**src/design/mips_pkg.sv**
```systemverilog
// Shared definitions for the three-stage MIPS integer datapath.
// Holds sizes, opcode and function codes, the instruction word
// layouts and the structs that carry each pipeline register.
// Reached from every file through scoped names.

`default_nettype none

package mips_pkg;

	// ======================================================================
	// sizes
	// ======================================================================
	localparam int XLEN       = 32;
	localparam int REG_AW     = 5;
	localparam int DMEM_WORDS = 16;
	// word index width, taken from address bits above the byte offset
	localparam int DMEM_AW    = $clog2(DMEM_WORDS);

	// ======================================================================
	// opcodes and function codes
	// ======================================================================
	localparam logic [5:0] OP_RTYPE = 6'h00;
	localparam logic [5:0] OP_ADDI  = 6'h08;
	localparam logic [5:0] OP_LW    = 6'h23;
	localparam logic [5:0] OP_SW    = 6'h2b;
	localparam logic [5:0] OP_BEQ   = 6'h04;

	localparam logic [5:0] FN_ADD = 6'h20;
	localparam logic [5:0] FN_SUB = 6'h22;
	localparam logic [5:0] FN_AND = 6'h24;
	localparam logic [5:0] FN_OR  = 6'h25;
	localparam logic [5:0] FN_SLT = 6'h2a;

	// alu operation class from the main decoder
	typedef enum logic [1:0] {
		ALUOP_ADD  = 2'b00,
		ALUOP_SUB  = 2'b01,
		ALUOP_FUNC = 2'b10
	} aluop_e;

	// ======================================================================
	// instruction word
	// ======================================================================
	typedef struct packed {
		logic [5:0]        opcode;
		logic [REG_AW-1:0] rs;
		logic [REG_AW-1:0] rt;
		logic [REG_AW-1:0] rd;
		logic [4:0]        shamt;
		logic [5:0]        funct;
	} r_fmt_t;

	typedef struct packed {
		logic [5:0]        opcode;
		logic [REG_AW-1:0] rs;
		logic [REG_AW-1:0] rt;
		logic [15:0]       imm16;
	} i_fmt_t;

	// same 32 bits seen as either format
	typedef union packed {
		r_fmt_t r_fmt;
		i_fmt_t i_fmt;
	} instr_u;

	// ======================================================================
	// control and pipeline registers
	// ======================================================================
	typedef struct packed {
		logic   regdst;
		logic   alusrc;
		aluop_e aluop;
		logic   branch;
		logic   memread;
		logic   memwrite;
		logic   memtoreg;
		logic   regwrite;
	} ctrl_t;

	typedef struct packed {
		logic              valid;
		ctrl_t             ctrl;
		logic [XLEN-1:0]   next_pc;
		logic [XLEN-1:0]   rs_data;
		logic [XLEN-1:0]   rt_data;
		logic [XLEN-1:0]   imm_ext;
		logic [REG_AW-1:0] rt_addr;
		logic [REG_AW-1:0] rd_addr;
		logic [5:0]        funct;
	} dec_t;

	typedef struct packed {
		logic              valid;
		logic              memread;
		logic              memwrite;
		logic              memtoreg;
		logic              regwrite;
		logic [XLEN-1:0]   alu_result;
		logic [XLEN-1:0]   store_data;
		logic [REG_AW-1:0] dest_addr;
	} exe_t;

	typedef struct packed {
		logic              valid;
		logic [REG_AW-1:0] addr;
		logic [XLEN-1:0]   data;
	} wb_t;

	typedef struct packed {
		logic            valid;
		logic            taken;
		logic [XLEN-1:0] target;
	} branch_t;

endpackage

`default_nettype wire

```
**src/design/register_bank.sv**
```systemverilog
// Thirty-two word register file, two combinational reads and one
// clocked write. Register zero always reads zero. A write pending on
// i_wb is returned to a read of the same register in the same cycle.

`default_nettype none

module register_bank (
	input  wire logic                        i_clk,
	input  wire logic                        i_arst_n,
	input  wire logic [mips_pkg::REG_AW-1:0] i_rs_addr,
	input  wire logic [mips_pkg::REG_AW-1:0] i_rt_addr,
	input  wire mips_pkg::wb_t               i_wb,
	output logic      [mips_pkg::XLEN-1:0]   o_rs_data,
	output logic      [mips_pkg::XLEN-1:0]   o_rt_data
);

	logic [mips_pkg::XLEN-1:0] regs [2**mips_pkg::REG_AW];

	// write port, register zero never written
	always_ff @(posedge i_clk or negedge i_arst_n)
	begin
		if (!i_arst_n)
		begin
			for (int i = 0; i < 2**mips_pkg::REG_AW; i++)
				regs[i] <= '0;
		end
		else if (i_wb.valid && (i_wb.addr != '0))
		begin
			regs[i_wb.addr] <= i_wb.data;
		end
	end

	// read ports with write bypass
	always_comb
	begin
		if (i_rs_addr == '0)
			o_rs_data = '0;
		else if (i_wb.valid && (i_wb.addr == i_rs_addr))
			o_rs_data = i_wb.data;
		else
			o_rs_data = regs[i_rs_addr];

		if (i_rt_addr == '0)
			o_rt_data = '0;
		else if (i_wb.valid && (i_wb.addr == i_rt_addr))
			o_rt_data = i_wb.data;
		else
			o_rt_data = regs[i_rt_addr];
	end

endmodule

`default_nettype wire

```
**src/design/decode_stage.sv**
```systemverilog
// Decode stage. Splits the instruction word, generates the control
// bits, sign-extends the immediate and picks up the register operands
// from the bank beside it. Unknown opcodes and function codes leave a
// bubble. The decode result is registered for the execute stage.

`default_nettype none

module decode_stage (
	input  wire logic                        i_clk,
	input  wire logic                        i_arst_n,
	input  wire logic                        i_instr_valid,
	input  wire mips_pkg::instr_u            i_instr,
	input  wire logic [mips_pkg::XLEN-1:0]   i_next_pc,
	input  wire logic [mips_pkg::XLEN-1:0]   i_rs_data,
	input  wire logic [mips_pkg::XLEN-1:0]   i_rt_data,
	output logic      [mips_pkg::REG_AW-1:0] o_rs_addr,
	output logic      [mips_pkg::REG_AW-1:0] o_rt_addr,
	output mips_pkg::dec_t                   o_dec
);

	mips_pkg::ctrl_t ctrl;
	logic            ctrl_ok;
	mips_pkg::dec_t  dec_d;
	mips_pkg::dec_t  dec_q;
	logic            valid_q;

	assign o_rs_addr = i_instr.i_fmt.rs;
	assign o_rt_addr = i_instr.i_fmt.rt;

	// ======================================================================
	// main decoder
	// ======================================================================
	always_comb
	begin
		ctrl    = '0;
		ctrl_ok = 1'b1;
		case (i_instr.i_fmt.opcode)
			mips_pkg::OP_RTYPE:
			begin
				ctrl.regdst   = 1'b1;
				ctrl.aluop    = mips_pkg::ALUOP_FUNC;
				ctrl.regwrite = 1'b1;
				// only the five supported functions
				case (i_instr.r_fmt.funct)
					mips_pkg::FN_ADD,
					mips_pkg::FN_SUB,
					mips_pkg::FN_AND,
					mips_pkg::FN_OR,
					mips_pkg::FN_SLT: ctrl_ok = 1'b1;
					default:          ctrl_ok = 1'b0;
				endcase
			end
			mips_pkg::OP_ADDI:
			begin
				ctrl.alusrc   = 1'b1;
				ctrl.aluop    = mips_pkg::ALUOP_ADD;
				ctrl.regwrite = 1'b1;
			end
			mips_pkg::OP_LW:
			begin
				ctrl.alusrc   = 1'b1;
				ctrl.aluop    = mips_pkg::ALUOP_ADD;
				ctrl.memread  = 1'b1;
				ctrl.memtoreg = 1'b1;
				ctrl.regwrite = 1'b1;
			end
			mips_pkg::OP_SW:
			begin
				ctrl.alusrc   = 1'b1;
				ctrl.aluop    = mips_pkg::ALUOP_ADD;
				ctrl.memwrite = 1'b1;
			end
			mips_pkg::OP_BEQ:
			begin
				ctrl.aluop  = mips_pkg::ALUOP_SUB;
				ctrl.branch = 1'b1;
			end
			default: ctrl_ok = 1'b0;
		endcase
	end

	// next decode register contents
	always_comb
	begin
		dec_d.valid   = i_instr_valid && ctrl_ok;
		dec_d.ctrl    = ctrl;
		dec_d.next_pc = i_next_pc;
		dec_d.rs_data = i_rs_data;
		dec_d.rt_data = i_rt_data;
		// sign extension of imm16
		dec_d.imm_ext = {{(mips_pkg::XLEN-16){i_instr.i_fmt.imm16[15]}},
			i_instr.i_fmt.imm16};
		dec_d.rt_addr = i_instr.r_fmt.rt;
		dec_d.rd_addr = i_instr.r_fmt.rd;
		dec_d.funct   = i_instr.r_fmt.funct;
	end

	// ======================================================================
	// pipeline register
	// ======================================================================
	always_ff @(posedge i_clk or negedge i_arst_n)
	begin
		if (!i_arst_n)
			valid_q <= 1'b0;
		else
			valid_q <= dec_d.valid;
	end

	always_ff @(posedge i_clk)
	begin
		dec_q <= dec_d;
	end

	always_comb
	begin
		o_dec       = dec_q;
		o_dec.valid = valid_q;
	end

endmodule

`default_nettype wire

```
**src/design/execute_stage.sv**
```systemverilog
// Execute stage. Picks the second ALU operand, derives the ALU
// function from the operation class and funct, and runs the ALU.
// Resolves beq from the subtract result and forms the branch target.
// Registers the execute result and the branch report.

`default_nettype none

module execute_stage (
	input  wire logic           i_clk,
	input  wire logic           i_arst_n,
	input  wire mips_pkg::dec_t i_dec,
	output mips_pkg::exe_t      o_exe,
	output mips_pkg::branch_t   o_branch
);

	logic [mips_pkg::XLEN-1:0] op_b;
	logic [5:0]                alu_fn;
	logic [mips_pkg::XLEN-1:0] alu_result;
	logic                      slt_bit;
	logic                      zero;
	mips_pkg::exe_t            exe_d;
	mips_pkg::exe_t            exe_q;
	mips_pkg::branch_t         br_d;
	mips_pkg::branch_t         br_q;
	logic                      exe_valid_q;
	logic                      br_valid_q;

	// ======================================================================
	// alu
	// ======================================================================
	assign op_b    = i_dec.ctrl.alusrc ? i_dec.imm_ext : i_dec.rt_data;
	assign slt_bit = $signed(i_dec.rs_data) < $signed(op_b);

	// class to function, R-type passes funct through
	always_comb
	begin
		case (i_dec.ctrl.aluop)
			mips_pkg::ALUOP_ADD: alu_fn = mips_pkg::FN_ADD;
			mips_pkg::ALUOP_SUB: alu_fn = mips_pkg::FN_SUB;
			default:             alu_fn = i_dec.funct;
		endcase
	end

	always_comb
	begin
		case (alu_fn)
			mips_pkg::FN_ADD: alu_result = i_dec.rs_data + op_b;
			mips_pkg::FN_SUB: alu_result = i_dec.rs_data - op_b;
			mips_pkg::FN_AND: alu_result = i_dec.rs_data & op_b;
			mips_pkg::FN_OR:  alu_result = i_dec.rs_data | op_b;
			mips_pkg::FN_SLT: alu_result = {{(mips_pkg::XLEN-1){1'b0}}, slt_bit};
			default:          alu_result = '0;
		endcase
	end

	// equal operands give a zero difference
	assign zero = (alu_result == '0);

	// ======================================================================
	// next register contents
	// ======================================================================
	always_comb
	begin
		exe_d.valid      = i_dec.valid;
		exe_d.memread    = i_dec.ctrl.memread;
		exe_d.memwrite   = i_dec.ctrl.memwrite;
		exe_d.memtoreg   = i_dec.ctrl.memtoreg;
		exe_d.regwrite   = i_dec.ctrl.regwrite;
		exe_d.alu_result = alu_result;
		exe_d.store_data = i_dec.rt_data;
		exe_d.dest_addr  = i_dec.ctrl.regdst ? i_dec.rd_addr : i_dec.rt_addr;

		br_d.valid  = i_dec.valid && i_dec.ctrl.branch;
		br_d.taken  = zero;
		// word offset relative to next pc
		br_d.target = i_dec.next_pc + {i_dec.imm_ext[mips_pkg::XLEN-3:0], 2'b00};
	end

	always_ff @(posedge i_clk or negedge i_arst_n)
	begin
		if (!i_arst_n)
		begin
			exe_valid_q <= 1'b0;
			br_valid_q  <= 1'b0;
		end
		else
		begin
			exe_valid_q <= exe_d.valid;
			br_valid_q  <= br_d.valid;
		end
	end

	always_ff @(posedge i_clk)
	begin
		exe_q <= exe_d;
		br_q  <= br_d;
	end

	always_comb
	begin
		o_exe          = exe_q;
		o_exe.valid    = exe_valid_q;
		o_branch       = br_q;
		o_branch.valid = br_valid_q;
	end

endmodule

`default_nettype wire

```
**src/design/result_stage.sv**
```systemverilog
// Result stage. Holds the sixteen-word data memory, written on the
// clock for a store and read combinationally for a load. Selects the
// loaded word or the ALU result and registers the write-back value.

`default_nettype none

module result_stage (
	input  wire logic           i_clk,
	input  wire logic           i_arst_n,
	input  wire mips_pkg::exe_t i_exe,
	output mips_pkg::wb_t       o_wb
);

	logic [mips_pkg::XLEN-1:0]    dmem [mips_pkg::DMEM_WORDS];
	logic [mips_pkg::DMEM_AW-1:0] word_idx;
	logic [mips_pkg::XLEN-1:0]    load_data;
	mips_pkg::wb_t                wb_d;
	mips_pkg::wb_t                wb_q;
	logic                         wb_valid_q;

	// word address, byte offset dropped
	assign word_idx  = i_exe.alu_result[2 +: mips_pkg::DMEM_AW];
	assign load_data = i_exe.memread ? dmem[word_idx] : '0;

	// ======================================================================
	// data memory
	// ======================================================================
	always_ff @(posedge i_clk or negedge i_arst_n)
	begin
		if (!i_arst_n)
		begin
			for (int i = 0; i < mips_pkg::DMEM_WORDS; i++)
				dmem[i] <= '0;
		end
		else if (i_exe.valid && i_exe.memwrite)
		begin
			dmem[word_idx] <= i_exe.store_data;
		end
	end

	// write-back select
	always_comb
	begin
		wb_d.valid = i_exe.valid && i_exe.regwrite;
		wb_d.addr  = i_exe.dest_addr;
		wb_d.data  = i_exe.memtoreg ? load_data : i_exe.alu_result;
	end

	always_ff @(posedge i_clk or negedge i_arst_n)
	begin
		if (!i_arst_n)
			wb_valid_q <= 1'b0;
		else
			wb_valid_q <= wb_d.valid;
	end

	always_ff @(posedge i_clk)
	begin
		wb_q <= wb_d;
	end

	always_comb
	begin
		o_wb       = wb_q;
		o_wb.valid = wb_valid_q;
	end

endmodule

`default_nettype wire

```
**src/design/mips_core.sv**
```systemverilog
// Top level of the three-stage MIPS datapath. Connects decode,
// execute and result stages with the register bank. The registered
// write-back result feeds the ports and the register bank write port.

`default_nettype none

module mips_core (
	input  wire logic                      i_clk,
	input  wire logic                      i_arst_n,
	input  wire logic                      i_instr_valid,
	input  wire mips_pkg::instr_u          i_instr,
	input  wire logic [mips_pkg::XLEN-1:0] i_next_pc,
	output mips_pkg::wb_t                  o_wb,
	output mips_pkg::branch_t              o_branch
);

	logic [mips_pkg::REG_AW-1:0] rs_addr;
	logic [mips_pkg::REG_AW-1:0] rt_addr;
	logic [mips_pkg::XLEN-1:0]   rs_data;
	logic [mips_pkg::XLEN-1:0]   rt_data;
	mips_pkg::dec_t              dec;
	mips_pkg::exe_t              exe;

	register_bank u_register_bank (
		.i_clk     (i_clk),
		.i_arst_n  (i_arst_n),
		.i_rs_addr (rs_addr),
		.i_rt_addr (rt_addr),
		.i_wb      (o_wb),
		.o_rs_data (rs_data),
		.o_rt_data (rt_data)
	);

	decode_stage u_decode (
		.i_clk         (i_clk),
		.i_arst_n      (i_arst_n),
		.i_instr_valid (i_instr_valid),
		.i_instr       (i_instr),
		.i_next_pc     (i_next_pc),
		.i_rs_data     (rs_data),
		.i_rt_data     (rt_data),
		.o_rs_addr     (rs_addr),
		.o_rt_addr     (rt_addr),
		.o_dec         (dec)
	);

	execute_stage u_execute (
		.i_clk    (i_clk),
		.i_arst_n (i_arst_n),
		.i_dec    (dec),
		.o_exe    (exe),
		.o_branch (o_branch)
	);

	result_stage u_result (
		.i_clk    (i_clk),
		.i_arst_n (i_arst_n),
		.i_exe    (exe),
		.o_wb     (o_wb)
	);

endmodule

`default_nettype wire

```
**config.mk**
```make
export PLATFORM = sky130hd
export DESIGN_NAME = mips_core
export DESIGN_NICKNAME = d
export VERILOG_FILES = /design/src/design/mips_pkg.sv /design/src/design/register_bank.sv /design/src/design/decode_stage.sv /design/src/design/execute_stage.sv /design/src/design/result_stage.sv /design/src/design/mips_core.sv
export SDC_FILE = /design/constraint.sdc
export NUM_CORES = 2
export LEC_CHECK = 0
export ABC_AREA = 1
export BUFFER_PORTS_ARGS = -buffer_cell sky130_fd_sc_hd__buf_2
export CAP_MARGIN = 10
export CORE_UTILIZATION = 44
export CTS_CLUSTER_DIAMETER = 60
export DETAILED_ROUTE_END_ITERATION = 10
export SLEW_MARGIN = 0
export SYNTH_ARGS = -nofsm -noshare
export SYNTH_HDL_FRONTEND = slang
export SYNTH_HIERARCHICAL = 1
export SYNTH_SLANG_ARGS = --single-unit
```
**constraint.sdc**
```tcl
create_clock -name i_clk -period 6.4 [get_ports i_clk]
set_input_delay 0.32 -clock i_clk [delete_from_list [all_inputs] [get_ports i_clk]]
set_output_delay 0.32 -clock i_clk [all_outputs]
set_load 0.01 [all_outputs]
```
# Word-level counts from Yosys, hierarchy flattened
# Index checks and enable logic that the tools add are counted.
[word_totals]
elab_cells = 159
output_inout_bits = 72
ff_bits = 1818
in_bits = 67
[classes]
eq_ne = 17
n_bitwise = 6
add_sub_neg = 3
n_lt_le_gt_ge = 7
n_mux = 31
n_reduce_logical = 19
[ops]
columns = ["op", "count"]
rows = [
  ["1024-bit bitwise mux", 1],
  ["512-bit bitwise mux", 1],
  ["32-bit two-way mux", 12],
  ["32-bit binary-select mux with 5-bit select", 2],
  ["32-bit demux with 5-bit select", 1],
  ["32-bit one-hot mux with 5 select lines", 1],
  ["32-bit binary-select mux with 4-bit select", 1],
  ["32-bit demux with 4-bit select", 1],
  ["6-bit equality test (second input constant)", 12],
  ["32-bit adder", 2],
  ["32-bit bitwise AND", 1],
  ["32-bit zero test", 1],
  ["32-bit less-than comparator", 1],
  ["32-bit bitwise OR", 1],
  ["32-bit subtractor", 1],
  ["6-bit greater-or-equal comparator (second input constant)", 3],
  ["5-bit inverter with 6-bit output", 3],
  ["6-bit one-hot mux with 2 select lines", 1],
  ["5-bit equality test", 2],
  ["5-bit zero test", 2],
  ["1-bit logical AND", 9],
  ["1-bit two-way mux", 7],
  ["6-bit by 3-bit equality test with 1-bit output (second input constant)", 1],
  ["6-bit by 4-bit equality test with 1-bit output (second input constant)", 1],
  ["14 further kinds", 15],
]

# Depth between registers and ports, before layout
[logic_depth]
ltp_word = 6
mapped_depth = 24
ltp_nobuf = 23

# Cells and area by module
# The synthesis kept the hierarchy.
[modules_own_cells]
columns = ["module", "cells_each", "seq_area_each_um2", "instances", "area_per_inst_um2"]
rows = [
  ["register_bank", 8859, 25624.6, 1, 59363.2],
  ["result_stage", 3314, 13578.0, 1, 24838.8],
  ["execute_stage", 1763, 2172.1, 1, 10745.3],
  ["decode_stage", 205, 2527.4, 1, 3016.6],
]

# Worst setup path after synthesis
# Ideal clock, no wire load.
[synth_timing]
kind = "reg2reg"
from = "register u_decode.dec_q, in the netlist u_decode/o_dec[151]"
to = "register u_execute.br_q, in the netlist u_execute/o_branch[32]"
slack_ns = 3.497
stages_incl_launch_ff = 23
arrival_time_ns = 2.839
n_path_buf = 2
setup_ns = 0.064
path_cell_list = "dfxtp_1 clkbuf_1 clkbuf_1 nand2_1 o21ai_0 inv_1 ha_1 fa_1 nand2_1 nand2_1 nand3_1 nand2_1 nand2_1 nand2_2 nand3_1 nand3_1 nand3_1 nand2_1 nor2_1 nand2_1 nor2_1 nand2_1 nor2_1"
[synth_rtl]
columns = ["item", "line", "text"]
rows = [
  ["from (decl)", "decode_stage.sv:24", "mips_pkg::dec_t dec_q;"],
  ["from (signal assigned)", "decode_stage.sv:111", "dec_q <= dec_d;"],
  ["to (signal assigned)", "execute_stage.sv:96", "br_q <= br_d;"],
  ["to (decl)", "execute_stage.sv:24", "mips_pkg::branch_t br_q;"],
]

==> results_dict.tcl <==
set metrics [dict create \
    yosysUniqueCellTypes 51 \
    slew_headroom_pct 12.19 \
    rsz0062_at_grt "false" \
    vias_per_cell 5.652 \
    ant_nets 0 \
    status "completed" \
    route.detailed.drc 0 \
    final.min_clock_period_ns 4.281 \
    syn_nets 14340 \
    finalCritPeriodShare_pct 66.89 \
    die_area_mm2 0.2245 \
    setup_violations 0 \
    drv_slew 0 \
    core-area_mm2 0.2204 \
    ctsHtreeMaxLevel 4 \
    grt_usage_pct 34.75 \
    vias 95020 \
    die_h_um 473.9 \
    num-fill-cells 22150 \
    end_kind "register" \
    synthAdderAreaFrac_pct 1.747 \
    fin_area_mm2 0.1077 \
    skew_ns 0.05312 \
    drt_iter0_drc 12090 \
    cts_buffers 208 \
    ys_seq_area_share_pct 44.81 \
    gr-total-overflow 0 \
    dp_cells 16360 \
    synth_commonest_cells "nand2_1 (5,371), nand3_1 (1,623), dfrtp_1 (1,540), o21ai_0 (1,528), inv_1 (1,334)" \
    syn_inst 14140 \
    multi_input_area_mm2 0.04491 \
    finalHoldViolations 0 \
    antenna_found_initial 29 \
    cts_root_buf "clkbuf_16" \
    post_cts_buffers 0 \
    ios 139 \
    required_ns 7.19 \
    cts_sinks 1808 \
    synth_ff_type "dfrtp_1" \
    arrival_ns 5.07 \
    io_buffers 138 \
    setup_tns_ns 0 \
    startpoint_type "register" \
    p_per_area_mw_per_mm2 284.4 \
    ys_warn_count 6 \
    rows 172 \
    synth_xor_area_share_pct 0.2682 \
    gp_congestion 0.9238 \
    hold_path_class "in2reg" \
    hpwl_mm 230.5 \
    yosys.area_share.simple_pct 31.67 \
    grt_pass1_vias 88290 \
    cts_max_path_buffers 3 \
    insertion_delay_ns 0.89 \
    ys_async_sr_fraction_pct 85.18 \
    yosysMostFrequentCell "nand2_1" \
    p_total_uw 30620 \
    ys_ff_latch 1808 \
    synth_compound_area_share_pct 11.83 \
    tightest_slew_ns 1.303 \
    hold_slack_ns 0.03666 \
    areaGrowthSynthToFinish_pct 9.931 \
    avgSynthCellArea_um2 6.928 \
    synth_top_area_share_pct 39.34 \
    vdd_drop_max_mv 0.2529 \
    routed_wl_mm 395.6 \
    final_cells 16810 \
    rrSetupSlack_ns 2.12 \
    critical_path_class "reg2reg" \
    leakage_uw 0.05385 \
    cts_tree "built" \
    firstDrtPassIters 7 \
    grt_pass1_wl_mm 583.4 \
    initial_core_util_pct 44.45 \
    place_area_mm2 0.09999 \
    synthesis.area_mm2 0.09796 \
    fmax_ghz 0.2336 \
    synth_area_leaders "dfrtp_1 (39%), nand2_1 (21%), nand3_1 (8.3%)" \
    wire_per_inst_um 23.53 \
    ff_latch_area_mm2 0.04391 \
    cap_violations 0 \
    drive_gt1_share_pct 5.958 \
    synth-edff-count 0 \
    die_w_um 473.9 \
    synth_top_cell_by_area "dfrtp_1" \
    worst-path-max-fanout 42 \
    clk_pin_slew_ns 0.06 \
    synth_top_family_by_area "simple AND/OR/NAND/NOR gates" \
    final_nets 13880 \
    synthMuxAreaShare_pct 0.05747 \
    grt_max_degree 190 \
]
==> cells in the final DEF, fill, tap and decap left out, drive strengths merged, types with 9 or more instances in the layout <==
master       synthesis  layout
nor4                 9       9
clkbuf             796     304
buf                249     309
nor3                37      37
a21oi              200     200
nand3             1629    1629
nand3b               9       9
o21bai              12      12
xor2                16      16
nand2             5400    5400
o22ai               18      18
dfxtp              268     268
inv               1350    1367
nand4               24      24
nor2               411     411
o21ai             1763    1763
xnor2               14      14
clkinv               5      46
dlygate4sd3          0      66
ha                 132     132
or2                 43      43
o211ai             189     189
dfrtp             1540    1540
bufinv               0      11
==> layer usage <==
layer | vias up | track usage [%] | routed length, um
met1 | 45300 | 48.85 | 166800
li1 | 43780 | - | -
met5 | - | 0 | 113
met2 | 4999 | 51.49 | 168200
met3 | 925 | 6.254 | 39970
met4 | 16 | 16.56 | 20560
==> cell type report <==
class	instances	share of cell area, %
timing repair buffer	375	2.793
sequential	1808	40.77
multi-input combinational	9933	41.70
clock buffer	304	5.634
tap	2958	3.437
antenna	5	0.01162
inverter	1355	4.762
clock inverter	73	0.8876
==> through the flow <==
| stage | worst slack, ns | util [%] |
|---|---|---|
| 2_1_floorplan | 3.497 | - |
| 3_3_place_gp | 2.251 | 45.37 |
| 3_5_place_dp | 2.218 | 45.37 |
| 4_1_cts | 2.202 | 48.86 |
| 5_1_grt | 1.842 | 48.86 |
| 6_report | 2.119 | 48.87 |
==> path summary, 6_finish.rpt <==
path	startpoint	to	depth (start not counted)
max reg2reg	u_decode/o_dec[151]	u_execute/o_branch[32]	16
min	i_instr[19]	u_decode/o_dec[14]	2
min in group asynchronous	i_arst_n	u_register_bank/regs[32]	2
max in group asynchronous	i_arst_n	u_register_bank/regs[1018]	4
max	u_decode/o_dec[151]	u_execute/o_branch[32]	16
min reg2reg	u_execute/o_exe[4]	u_result/o_wb[36]	0
==> timing repair <==
item / in CTS / in global routing
hold buffers: 66 / 0
hold endpoints to repair: 160 / 0
gates resized for setup: 0 / 0
==> flip-flops by register name (all words and copies together), names as in the netlist <==
signal / cells
u_decode/o_dec: 125
u_decode/valid_q: 1
u_execute/br_valid_q: 1
u_execute/exe_valid_q: 1
u_execute/o_branch: 33
u_execute/o_exe: 73
u_register_bank/regs: 1024
u_result/dmem: 512
u_result/o_wb: 37
u_result/wb_valid_q: 1
==> where the power goes <==
part           switching (uW)  internal [uW]
clock                    5140           7050
combinational            4790           1230
sequential                664          11800
total                   10600          20000
==> critical path: stages, from the launching register on <==
cell	delay [ns]
dfxtp_2	0.93
o21ai_0	0.34
ha_1	0.68
inv_1	0.25
nand2_1	0.10
nand2_1	0.09
a21oi_1	0.18
nand3_1	0.27
nand2_1	0.17
nand4_1	0.09
nand3_1	0.22
nand2_1	0.09
nor2_1	0.18
nand2_1	0.08
nor2_1	0.26
nand3_1	0.13
nor2_1	0.11
==> kinds of logic (layout without fill, tap and decap cells) <==
| kind of cell | count (synthesis) | after routing |
|---|---|---|
| mux | 5 | 5 |
| xor+xnor | 30 | 30 |
| flops | 1808 | 1808 |
| compound gates | 2199 | 2199 |
| other cells | 0 | 5 |
| simple gates | 7564 | 7564 |
| buf+inv | 2400 | 2107 |
| fa+ha+maj | 135 | 135 |
Note: power is estimated with default switching activity, not from simulation.
